## src/mulPkg.sv

```systemverilog
// shared definitions for the integer multiply and fast divide unit
// every module of the unit and the testbench import from here
`default_nettype none

package mulPkg;

	// datapath widths
	localparam int operandWidth = 32;
	localparam int resultWidth = 64;

	// fast divide coverage
	localparam int fastDivMaxDivisor = 63;
	// dividend must fit in this many bits
	localparam int fastDivDividendBits = 30;

	// operation requested by the issuing stage
	typedef enum logic [1:0] {
		opMulLo = 2'd0,
		opMulWide = 2'd1,
		opMac = 2'd2,
		opDiv = 2'd3
	} mulOp_t;

	// how the final sum is shaped into the result
	// fmtLo fills the upper half with sign or zero
	// fmtWide is the full product plus accumulator
	// fmtQuot takes the quotient from the high product bits
	typedef enum logic [1:0] {
		fmtLo = 2'd0,
		fmtWide = 2'd1,
		fmtQuot = 2'd2
	} resFmt_t;

	// extra right shift of the quotient beyond the fixed base
	typedef logic [2:0] divShift_t;

endpackage

`default_nettype wire
```

## src/mulDivTop.sv

```systemverilog
// top level of the integer multiply and fast divide unit
// operands are taken on every rising edge with hold low, results
// appear three counted edges later, fastDiv answers in the issue cycle
`timescale 1ns/1ps
`default_nettype none

module mulDivTop #(
	parameter bit fastDivEnable = 1'b1
) (
	input  logic clock,
	input  logic rstN,
	input  logic hold,
	input  mulPkg::mulOp_t opKind,
	input  logic signedOp,
	input  logic [mulPkg::operandWidth-1:0] srcA,
	input  logic [mulPkg::operandWidth-1:0] srcB,
	input  logic [mulPkg::resultWidth-1:0] accIn,
	output logic [mulPkg::resultWidth-1:0] result,
	output logic fastDiv,
	output logic fastDivDone
);
	import mulPkg::*;

	logic [operandWidth-1:0] mulB;
	logic signMode;
	resFmt_t resFmt;
	divShift_t quotShift;
	logic [resultWidth-1:0] accGated;

	mulOpDecode #(
		.fastDivEnable(fastDivEnable)
	) decode0 (
		.opKind(opKind),
		.signedOp(signedOp),
		.srcA(srcA),
		.srcB(srcB),
		.accIn(accIn),
		.mulB(mulB),
		.signMode(signMode),
		.resFmt(resFmt),
		.quotShift(quotShift),
		.accGated(accGated),
		.fastDiv(fastDiv)
	);

	// fastDiv doubles as the quotient valid bit down the pipe
	mulPipeline pipe0 (
		.clock(clock),
		.rstN(rstN),
		.hold(hold),
		.srcA(srcA),
		.mulB(mulB),
		.signMode(signMode),
		.resFmt(resFmt),
		.quotShift(quotShift),
		.quotValid(fastDiv),
		.accGated(accGated),
		.result(result),
		.fastDivDone(fastDivDone)
	);

endmodule

`default_nettype wire

```

## src/mulPipeline.sv

```systemverilog
// three-stage 32x32 multiplier built from four 16x16 partial products
// stage 1 multiplies, stage 2 aligns the cross terms, stage 3 adds the
// accumulator and formats the result; hold freezes every stage
`timescale 1ns/1ps
`default_nettype none

module mulPipeline (
	input  logic clock,
	input  logic rstN,
	input  logic hold,
	input  logic [mulPkg::operandWidth-1:0] srcA,
	input  logic [mulPkg::operandWidth-1:0] mulB,
	input  logic signMode,
	input  mulPkg::resFmt_t resFmt,
	input  mulPkg::divShift_t quotShift,
	input  logic quotValid,
	input  logic [mulPkg::resultWidth-1:0] accGated,
	output logic [mulPkg::resultWidth-1:0] result,
	output logic fastDivDone
);
	import mulPkg::*;

	localparam int halfWidth = operandWidth / 2;
	localparam int crossWidth = operandWidth + 3;
	localparam int crossExt = resultWidth - crossWidth - halfWidth;
	localparam int quotBase = fastDivDividendBits + 1;

	// operand halves with one extension bit each
	logic signed [halfWidth:0] aLo;
	logic signed [halfWidth:0] aHi;
	logic signed [halfWidth:0] bLo;
	logic signed [halfWidth:0] bHi;

	logic [operandWidth-1:0] s1LoLo;
	logic signed [operandWidth+1:0] s1LoHi;
	logic signed [operandWidth+1:0] s1HiLo;
	logic signed [operandWidth+1:0] s1HiHi;
	resFmt_t s1Fmt;
	divShift_t s1Shift;
	logic s1Sign;
	logic s1QuotValid;
	logic [resultWidth-1:0] s1Acc;

	logic signed [crossWidth-1:0] crossSum;
	logic [resultWidth-1:0] s2Base;
	logic [resultWidth-1:0] s2Cross;
	resFmt_t s2Fmt;
	divShift_t s2Shift;
	logic s2Sign;
	logic s2QuotValid;
	logic [resultWidth-1:0] s2Acc;

	logic [resultWidth-1:0] fullSum;
	logic [resultWidth-quotBase-1:0] quotBits;
	logic [resultWidth-1:0] formatted;

	// low halves are always unsigned, high halves extend by sign mode
	assign aLo = {1'b0, srcA[halfWidth-1:0]};
	assign bLo = {1'b0, mulB[halfWidth-1:0]};
	assign aHi = {signMode & srcA[operandWidth-1], srcA[operandWidth-1:halfWidth]};
	assign bHi = {signMode & mulB[operandWidth-1], mulB[operandWidth-1:halfWidth]};

	// stage 1
	always_ff @(posedge clock or negedge rstN) begin
		if (!rstN) begin
			s1LoLo <= '0;
			s1LoHi <= '0;
			s1HiLo <= '0;
			s1HiHi <= '0;
			s1Fmt <= fmtLo;
			s1Shift <= '0;
			s1Sign <= 1'b0;
			s1QuotValid <= 1'b0;
			s1Acc <= '0;
		end else if (!hold) begin
			s1LoLo <= srcA[halfWidth-1:0] * mulB[halfWidth-1:0];
			s1LoHi <= aLo * bHi;
			s1HiLo <= aHi * bLo;
			s1HiHi <= aHi * bHi;
			s1Fmt <= resFmt;
			s1Shift <= quotShift;
			s1Sign <= signMode;
			s1QuotValid <= quotValid;
			s1Acc <= accGated;
		end
	end

	// both cross products land at bit 16, merge them before aligning
	assign crossSum = s1LoHi + s1HiLo;

	// stage 2
	always_ff @(posedge clock or negedge rstN) begin
		if (!rstN) begin
			s2Base <= '0;
			s2Cross <= '0;
			s2Fmt <= fmtLo;
			s2Shift <= '0;
			s2Sign <= 1'b0;
			s2QuotValid <= 1'b0;
			s2Acc <= '0;
		end else if (!hold) begin
			// high-high sits directly above low-low, bits past 64 drop off
			s2Base <= {s1HiHi[operandWidth-1:0], s1LoLo};
			s2Cross <= {{crossExt{crossSum[crossWidth-1]}}, crossSum, {halfWidth{1'b0}}};
			s2Fmt <= s1Fmt;
			s2Shift <= s1Shift;
			s2Sign <= s1Sign;
			s2QuotValid <= s1QuotValid;
			s2Acc <= s1Acc;
		end
	end

	assign fullSum = s2Base + s2Cross + s2Acc;
	assign quotBits = fullSum[resultWidth-1:quotBase] >> s2Shift;

	always_comb begin
		case (s2Fmt)
			fmtLo: formatted = {{(resultWidth - operandWidth){s2Sign & fullSum[operandWidth-1]}},
				fullSum[operandWidth-1:0]};
			fmtWide: formatted = fullSum;
			fmtQuot: formatted = s2QuotValid ? {{quotBase{1'b0}}, quotBits} : '0;
			default: formatted = '0;
		endcase
	end

	// stage 3
	always_ff @(posedge clock or negedge rstN) begin
		if (!rstN) begin
			result <= '0;
			fastDivDone <= 1'b0;
		end else if (!hold) begin
			result <= formatted;
			fastDivDone <= s2QuotValid;
		end
	end

endmodule

`default_nettype wire

```

## src/mulOpDecode.sv

```systemverilog
// operation decode in front of the multiply pipeline
// picks sign mode and result format, swaps in the reciprocal on a
// fast division and gates the accumulator to multiply-accumulate only
`timescale 1ns/1ps
`default_nettype none

module mulOpDecode #(
	parameter bit fastDivEnable = 1'b1
) (
	input  mulPkg::mulOp_t opKind,
	input  logic signedOp,
	input  logic [mulPkg::operandWidth-1:0] srcA,
	input  logic [mulPkg::operandWidth-1:0] srcB,
	input  logic [mulPkg::resultWidth-1:0] accIn,
	output logic [mulPkg::operandWidth-1:0] mulB,
	output logic signMode,
	output mulPkg::resFmt_t resFmt,
	output mulPkg::divShift_t quotShift,
	output logic [mulPkg::resultWidth-1:0] accGated,
	output logic fastDiv
);
	import mulPkg::*;

	logic [operandWidth-1:0] recip;
	logic fastOk;

	recipTable recipTable0 (
		.divisor(srcB),
		.dividend(srcA),
		.recip(recip),
		.quotShift(quotShift),
		.fastOk(fastOk)
	);

	assign fastDiv = fastDivEnable && (opKind == opDiv) && fastOk;

	// reciprocal multiply is always unsigned
	assign mulB = fastDiv ? recip : srcB;
	assign signMode = fastDiv ? 1'b0 : signedOp;

	// a declined division still selects fmtQuot, quotValid low zeroes it
	always_comb begin
		case (opKind)
			opMulLo: resFmt = fmtLo;
			opMulWide: resFmt = fmtWide;
			opMac: resFmt = fmtWide;
			default: resFmt = fmtQuot;
		endcase
	end

	assign accGated = (opKind == opMac) ? accIn : '0;

endmodule

`default_nettype wire

```

## src/recipTable.sv

```systemverilog
// reciprocal lookup for division by a small constant
// divisor is split into odd * 2^k, the quotient is read from the
// high bits of dividend * recip, shifted by quotShift beyond the base
`timescale 1ns/1ps
`default_nettype none

module recipTable (
	input  logic [mulPkg::operandWidth-1:0] divisor,
	input  logic [mulPkg::operandWidth-1:0] dividend,
	output logic [mulPkg::operandWidth-1:0] recip,
	output mulPkg::divShift_t quotShift,
	output logic fastOk
);
	import mulPkg::*;

	localparam int idxBits = $clog2(fastDivMaxDivisor + 1);
	localparam int romDepth = (fastDivMaxDivisor + 1) / 2;
	localparam int entryWidth = 3 + operandWidth;

	typedef logic [entryWidth-1:0] recipRom_t [romDepth];

	// entry i covers odd = 2*i + 1, holding clog2(odd) and the rounded-up
	// 2^(dividendBits + clog2(odd)) / odd
	function automatic recipRom_t buildRecipRom();
		recipRom_t rom;
		longint unsigned odd;
		longint unsigned scale;
		longint unsigned logOdd;
		for (int i = 0; i < romDepth; i++) begin
			odd = 2 * i + 1;
			logOdd = $clog2(odd);
			scale = 64'd1 << (fastDivDividendBits + logOdd);
			rom[i] = {3'(logOdd), operandWidth'((scale + odd - 1) / odd)};
		end
		return rom;
	endfunction

	localparam recipRom_t recipRom = buildRecipRom();

	logic [2:0] twoPow;
	logic [idxBits-1:0] oddPart;
	logic [2:0] oddLog;
	logic [3:0] shiftSum;

	// trailing zeros of the divisor give the power of two
	always_comb begin
		casez (divisor[idxBits-1:0])
			6'b?????1: twoPow = 3'd0;
			6'b????10: twoPow = 3'd1;
			6'b???100: twoPow = 3'd2;
			6'b??1000: twoPow = 3'd3;
			6'b?10000: twoPow = 3'd4;
			6'b100000: twoPow = 3'd5;
			default: twoPow = 3'd0;
		endcase
	end

	assign oddPart = divisor[idxBits-1:0] >> twoPow;
	assign {oddLog, recip} = recipRom[oddPart[idxBits-1:1]];

	// total shift is dividendBits + clog2(odd) + k, base is dividendBits + 1
	assign shiftSum = {1'b0, oddLog} + {1'b0, twoPow} - 4'd1;
	assign quotShift = shiftSum[2:0];

	assign fastOk = (divisor >= 2) && (divisor <= fastDivMaxDivisor)
		&& (dividend[operandWidth-1:fastDivDividendBits] == '0);

endmodule

`default_nettype wire

```

## config.mk

```make
export PLATFORM = sky130hd
export DESIGN_NAME = mulDivTop
export DESIGN_NICKNAME = d
export VERILOG_FILES = /design/src/mulPkg.sv /design/src/mulDivTop.sv /design/src/mulPipeline.sv /design/src/mulOpDecode.sv /design/src/recipTable.sv
export SDC_FILE = /design/constraint.sdc
export NUM_CORES = 2
export LEC_CHECK = 0
export ABC_AREA = 1
export BUFFER_PORTS_ARGS = -buffer_cell sky130_fd_sc_hd__buf_2
export CAP_MARGIN = 40
export CORE_ASPECT_RATIO = 1.5
export CORE_MARGIN = 5
export CORE_UTILIZATION = 40
export DETAILED_ROUTE_END_ITERATION = 12
export GPL_TIMING_DRIVEN = 1
export PLACE_DENSITY = 0.59
export SYNTH_ARGS = -nofsm -noshare
export SYNTH_HDL_FRONTEND = slang
export SYNTH_SLANG_ARGS = --single-unit
```

## constraint.sdc

```tcl
create_clock -name clock -period 6 [get_ports clock]
set_input_delay 0.9 -clock clock [delete_from_list [all_inputs] [get_ports clock]]
set_output_delay 0.9 -clock clock [all_outputs]
set_load 0.02 [all_outputs]
```

* After elaboration in Yosys (flattened, before gate mapping)
Memory sizes are Yosys's and may differ from the RTL's. Cells that the tools add are included.
Operators by class: bitwise operators 4, $add $sub $neg 5, shift operators 2, multiplexer cells 9, $mul 4, magnitude comparators 3, eq/ne operators 10, reduce and logical (&&, ||, !) cells 7
Operator list (number):
- $pmux 64 s3 | 1
- $add 64x64->64 | 2
- $mux 35 | 2
- $mul 17x17->34 | 2
- $mux 64 | 1
- $add 34x34->35 | 1
- $mux 33 | 1
- $shr 33x3->33 | 1
- $ge 32x2->1 const B | 1
- $le 32x6->1 const B | 1
- $mul 16x16->32 | 1
- $mul 17x17->32 | 1
- $mux 32 | 1
- $pmux 3 s5 | 1
- $eq 2x2->1 const B | 4
- $eq 6x6->1 const B | 1
- $ge 6x6->1 const B | 1
- $logic_not 2->1 | 3
- $not 5->6 | 1
- $shr 6x3->6 | 1
- $eq 5x5->1 const B | 1
- $eq 2x1->1 const B | 2
- $eq 4x4->1 const B | 1
- $pmux 2 s2 | 1
- 7 further kinds | 11
Word-level totals: register bits after elaboration 438, word-level logic and storage cells 63, input port bits 134, memory bits (read-only) 1120, output and inout bits 66, memories 1
Memory list:
- (no name shown) | words 32, width 35, rd ports 1, clocked after Yosys merged registers in 0, write ports 0, RTL line recipTable.sv:59 | assign {oddLog, recip} = recipRom[oddPart[idxBits-1:1]];

* Longest topological paths before layout
depth in word-level cells 10, gate-level depth with buffers 48, depth with buffers taken out 47

* By module
Synthesis repeated with hierarchy kept, for this count alone.
Second synthesis, totals: cells, all modules 9593, area total of the unflattened synthesis 69912.1 µm²
By module, submodules not included:
- mulPipeline | sequential area each 10960.5 µm², times used 1, cells an instance 8959, area an instance 66832.8 µm²
- recipTable | sequential area each 0.0 µm², times used 1, cells an instance 383, area an instance 1893.1 µm²
- mulOpDecode | sequential area each 0.0 µm², times used 1, cells an instance 251, area an instance 1186.1 µm²

* Worst setup path before layout
Ideal clock, no wire load.
path type input -> register, from in srcB[0] (netlist bit), to reg pipe0.s1HiHi[28], path buffers 0, cell stages on the path 41, setup time 0.082 ns, slack -1.879 ns, arrival 7.797 ns, data required time 5.918 ns, cell sequence inv_1 nand2_2 nor2_1 nand2_2 nand2_4 inv_2 o21ai_2 inv_2 nand2_2 nand2_4 inv_1 ha_1 inv_1 o21ai_1 inv_2 nand2_1 nand2_1 a31oi_4 [5 not listed] fa_1 fa_1 fa_1 inv_1 fa_1 inv_1 fa_1 inv_1 ha_1 nand2_1 nor2_1 nor3b_1 nand4_1 nand3_1 a21o_1 a21oi_1 or2_2 a31oi_1
On the way: longest elaborated chain between the ends 10, elaborated cells between the ends (all ways) 21, classes of those cells mul (1); order compare (2); eq/ne (5); shift (1); mux (5); bitwise (3); reduce/logical (3); memory (1)
Ends and longest elaborated chain:
- start, declared | RTL line mulDivTop.sv:16 | input logic [mulPkg::operandWidth-1:0] srcB,
- $eq 6x6->1, or another cell as far along | RTL line recipTable.sv:47 | casez (divisor[idxBits-1:0])
- $pmux 3 s5 | RTL line recipTable.sv:47
- $shr 6x3->6 | RTL line recipTable.sv:58 | assign oddPart = divisor[idxBits-1:0] >> twoPow;
- $not 5->6 (implied by the code) | RTL line recipTable.sv:59
- $mem_v2 32x35
- $mux 35 (implied by the code) (2 in series) | RTL line recipTable.sv:59
- $mux 32 | RTL line mulOpDecode.sv:38 | assign mulB = fastDiv ? recip : srcB;
- $and 1x1->1 | RTL line mulPipeline.sv:61 | assign bHi = {signMode & mulB[operandWidth-1], mulB[operandWidth-1:halfWidth]};
- $mul 17x17->32 (*) | RTL line mulPipeline.sv:79 | s1HiHi <= aHi * bHi;
- end signal, assigned | RTL line mulPipeline.sv:79
- end, declared | RTL line mulPipeline.sv:37 | logic signed [operandWidth+1:0] s1HiHi;
Every way passes the cells marked *; elsewhere a longest branch is shown, timed or not. The select of a mux whose other input is x is not followed. A chain may end at the register's enable or synchronous reset.

* Worst setup path in the final report
from in srcB[0] (netlist bit), to reg pipe0.s1LoLo[24]
On the way: longest elaborated chain between the ends 9, elaborated cells between the ends (all ways) 18, classes of those cells mul (1); order compare (2); eq/ne (5); shift (1); mux (4); bitwise (1); reduce/logical (3); memory (1)
Ends and longest elaborated chain:
- $eq 6x6->1, or another cell as far along | RTL line recipTable.sv:47
- $pmux 3 s5 | RTL line recipTable.sv:47
- $shr 6x3->6 | RTL line recipTable.sv:58
- $not 5->6 (implied by the code) | RTL line recipTable.sv:59
- $mem_v2 32x35
- $mux 35 (implied by the code) (2 in series) | RTL line recipTable.sv:59
- $mux 32 (*) | RTL line mulOpDecode.sv:38
- $mul 16x16->32 (*) | RTL line mulPipeline.sv:76 | s1LoLo <= srcA[halfWidth-1:0] * mulB[halfWidth-1:0];
- end signal, assigned | RTL line mulPipeline.sv:76
- end, declared | RTL line mulPipeline.sv:34 | logic [operandWidth-1:0] s1LoLo;
Marks and branches as above.

==> impl_metrics.tcl <==
set metrics [dict create \
    postRouteWirelength_um 303500 \
    cts-buffers-inserted 46 \
    nFillCells 16010 \
    setup_ws_ns -1.526 \
    cp_data_required_time_ns 6.51 \
    gr-total-overflow 0 \
    violated_checks "negative setup slack" \
    crit_family "adder cells" \
    critPathKind "input pin to flop" \
    first_pass_iters 6 \
    arrival_ns 8.04 \
    drt_iter0_drc 4342 \
    ys_seq_elements 438 \
    hold_fix_buffers_cts 0 \
    grtUsageTotal 0.3361 \
    async_flop_share 1.000 \
    finish.net_count 11690 \
    setup_violations 105 \
    viasPerCell 5.223 \
    ff_latch_area_um2 10960 \
    synth.distinct_cells 54 \
    mappedNetlistNets 10520 \
    syn_area_per_cell_um2 7.637 \
    r2r_cells 17 \
    critical_path.startpoint_type "input pin" \
    post-route-period-util 1.254 \
    drv_slew 0 \
    cts_htree_levels 2 \
    ys_top_cells_by_area "fa_1 30%, dfrtp_1 16%, nand2_1 10%" \
    cts-root-buf "clkbuf_16" \
    multiInputGateArea_um2 53090 \
    die_y_um 513.3 \
    tritoncts_num_sinks 438 \
    outcome "finished with violations" \
    timing.slew.headroom 0.2801 \
    clock_insertion_delay_worst_skew_ns 0.66 \
    tritoncts_clock_tree "built" \
    yosys_warnings 0 \
    initial_utilization 0.4024 \
    largest_net_degree_at_the_start_of_global_routing 183 \
    endpoint_kind "flop" \
    max-cap-violations 0 \
    worst_path_buf_inv 13 \
    timing.final.hold_violations 0 \
    critical-path-slowest-cell "fa_1" \
    synth.yosys.seq_area_share 0.1623 \
    grt_pass1_wl_um 440200 \
    fp.dieW_um 345.5 \
    placeableCoreArea_um2 167800 \
    floorplan.io_pins 200 \
    wl_per_cell_um 24.69 \
    netlist_instances 8843 \
    grt_pass1_vias 67710 \
    synth-edff-count 0 \
    post_detailed_route_count_of_antenna_violating_nets 0 \
    synth_top_cell_by_area "fa_1" \
    gp_congestion 1.047 \
    vias 64220 \
    syn-cell-area_um2 67540 \
    max_stage_delay_ns 0.58 \
    worstSetupPathDepth 43 \
    synth_largest_type_area_fraction 0.3003 \
    cts.clk_slew.worst_paths_ns 0.06 \
    synth_top_flop_cell "dfrtp_1" \
    dpl.hpwl_um 253100 \
    die_area_um2 177300 \
    antenna_found_initial 18 \
    hold_path.class "input pin to async pin" \
    clock_path_buffers 3 \
    crit_path_frequent_cell "fa_1" \
    tightestPinTransition_ns 1.080 \
    layout_area_overhead_pct 31.57 \
    maximum_clock_frequency_ghz 0.1329 \
    post-route-drc-count 0 \
    io_buffers 199 \
    setup_total_negative_slack_ns -123.04 \
    finalCriticalPeriod_ns 7.526 \
    worst_clock_skew_ns 0.03156 \
    fp-row-count 184 \
    grt_setup_unrepaired "yes" \
    critPathMaxFanout 6 \
    post_route_cells_drive_above_1_share 0.2651 \
]
==> routing by layer <==
layer / vias to the layer above / GRT usage / part of all wire
li1: 29510 / - / -
met1: 31610 / 0.3402 / 0.34
met2: 2232 / 0.6125 / 0.51
met3: 854 / 0.03549 / 0.042
met4: 6 / 0.2954 / 0.11
met5: - / 0 / 0.00013
==> sequential cells by signal, indices dropped and copies added, names as in the netlist, 32 cells and up <==
name and flops:
pipe0.s2Base 64, pipe0.s2Acc 64, pipe0.s1Acc 64, pipe0.s1LoLo 32, pipe0.s1LoHi 34, pipe0.result 64, pipe0.s1HiHi 32, pipe0.s1HiLo 34
pipe0.s2Cross 35
==> logic make-up (layout without fill, tap and decap cells) <==
logic type	after synthesis	count (layout)	share of synthesized area
flops	438	438	0.1623
simple gates	3629	3629	0.2274
other cells	0	13	0
compound gates	992	992	0.07963
xor+xnor	60	60	0.007781
fa+ha+maj	1540	1540	0.3979
buf+inv	2184	3391	0.1250
==> placed cells by master, fill, tap and decap left out, drive strengths merged, types with 89 or more instances in the layout <==
cell / n
a21oi: 379
buf: 1479
nand2: 1865
inv: 1818
dfrtp: 438
nor2: 770
o21ai: 474
fa: 1013
or2: 89
ha: 527
nand3: 763
==> area by class of cell <==
| cell class | count | share of cell area |
|---|---|---|
| multi-input combinational | 6221 | 0.5975 |
| timing repair buffer | 1480 | 0.1506 |
| sequential | 438 | 0.1234 |
| inverter | 1828 | 0.07843 |
| tap | 2232 | 0.03143 |
| clock buffer | 63 | 0.01502 |
| clock inverter | 20 | 0.003323 |
| antenna | 13 | 0.0003661 |
==> per-stage QoR <==
| step | instance area (µm²) | util | setup slack (ns) | hold slack, ns | instances |
|---|---|---|---|---|---|
| 5_1_grt | 88840 | 0.5293 | -1.817 | 0.2761 | 12290 |
| 4_1_cts | 87130 | 0.5192 | -1.498 | 0.2302 | 12220 |
| 6_report | 88860 | 0.5295 | -1.526 | 0.2527 | 12300 |
| 3_3_place_gp | 79850 | 0.4758 | -2.666 | 0.4554 | 11970 |
| 2_1_floorplan | 68470 | - | -1.549 | 0.4422 | 8843 |
| 3_5_place_dp | 79890 | 0.4760 | -2.634 | 0.4526 | 11970 |
==> synthesized netlist by cell type, types with 23 or more instances <==
cell type / n
a21o_1: 47
a21oi_1: 379
and2_1: 24
buf_2: 68
buf_4: 23
clkbuf_1: 235
dfrtp_1: 438
fa_1: 1013
ha_1: 527
inv_1: 1790
inv_2: 25
nand2_1: 1847
nand3_1: 754
nand4_1: 43
nor2_1: 735
nor2_2: 32
nor3_1: 37
o21ai_0: 452
or2_2: 88
xnor2_1: 27
xor2_1: 33
==> final timing paths <==
path | from | end | slack (ns)
max | srcB[0] | pipe0.s1LoLo[24] | -1.53
min | rstN | pipe0.s1Acc[29] | 0.25
max reg2reg | pipe0.s2Cross[22] | pipe0.result[24] | 1.20
min reg2reg | pipe0.s1HiHi[28] | pipe0.s2Base[60] | 0.45
max in group asynchronous | rstN | pipe0.s1HiLo[33] | 4.57
min in group clock | pipe0.s1HiHi[28] | pipe0.s2Base[60] | 0.45
==> what timing repair did <==
item / 4_1_cts / 5_1_grt
pin swaps: 374 / 301
setup buffers: 170 / 67
gates resized for setup: 1001 / 331
gates cloned: 11 / 1
endpoints found under the setup margin: 110 / 110
hold endpoints to repair: 0 / 0
Power is not shown: default switching activity piles up to over one toggle a cycle in this logic, so the estimate is an artifact.
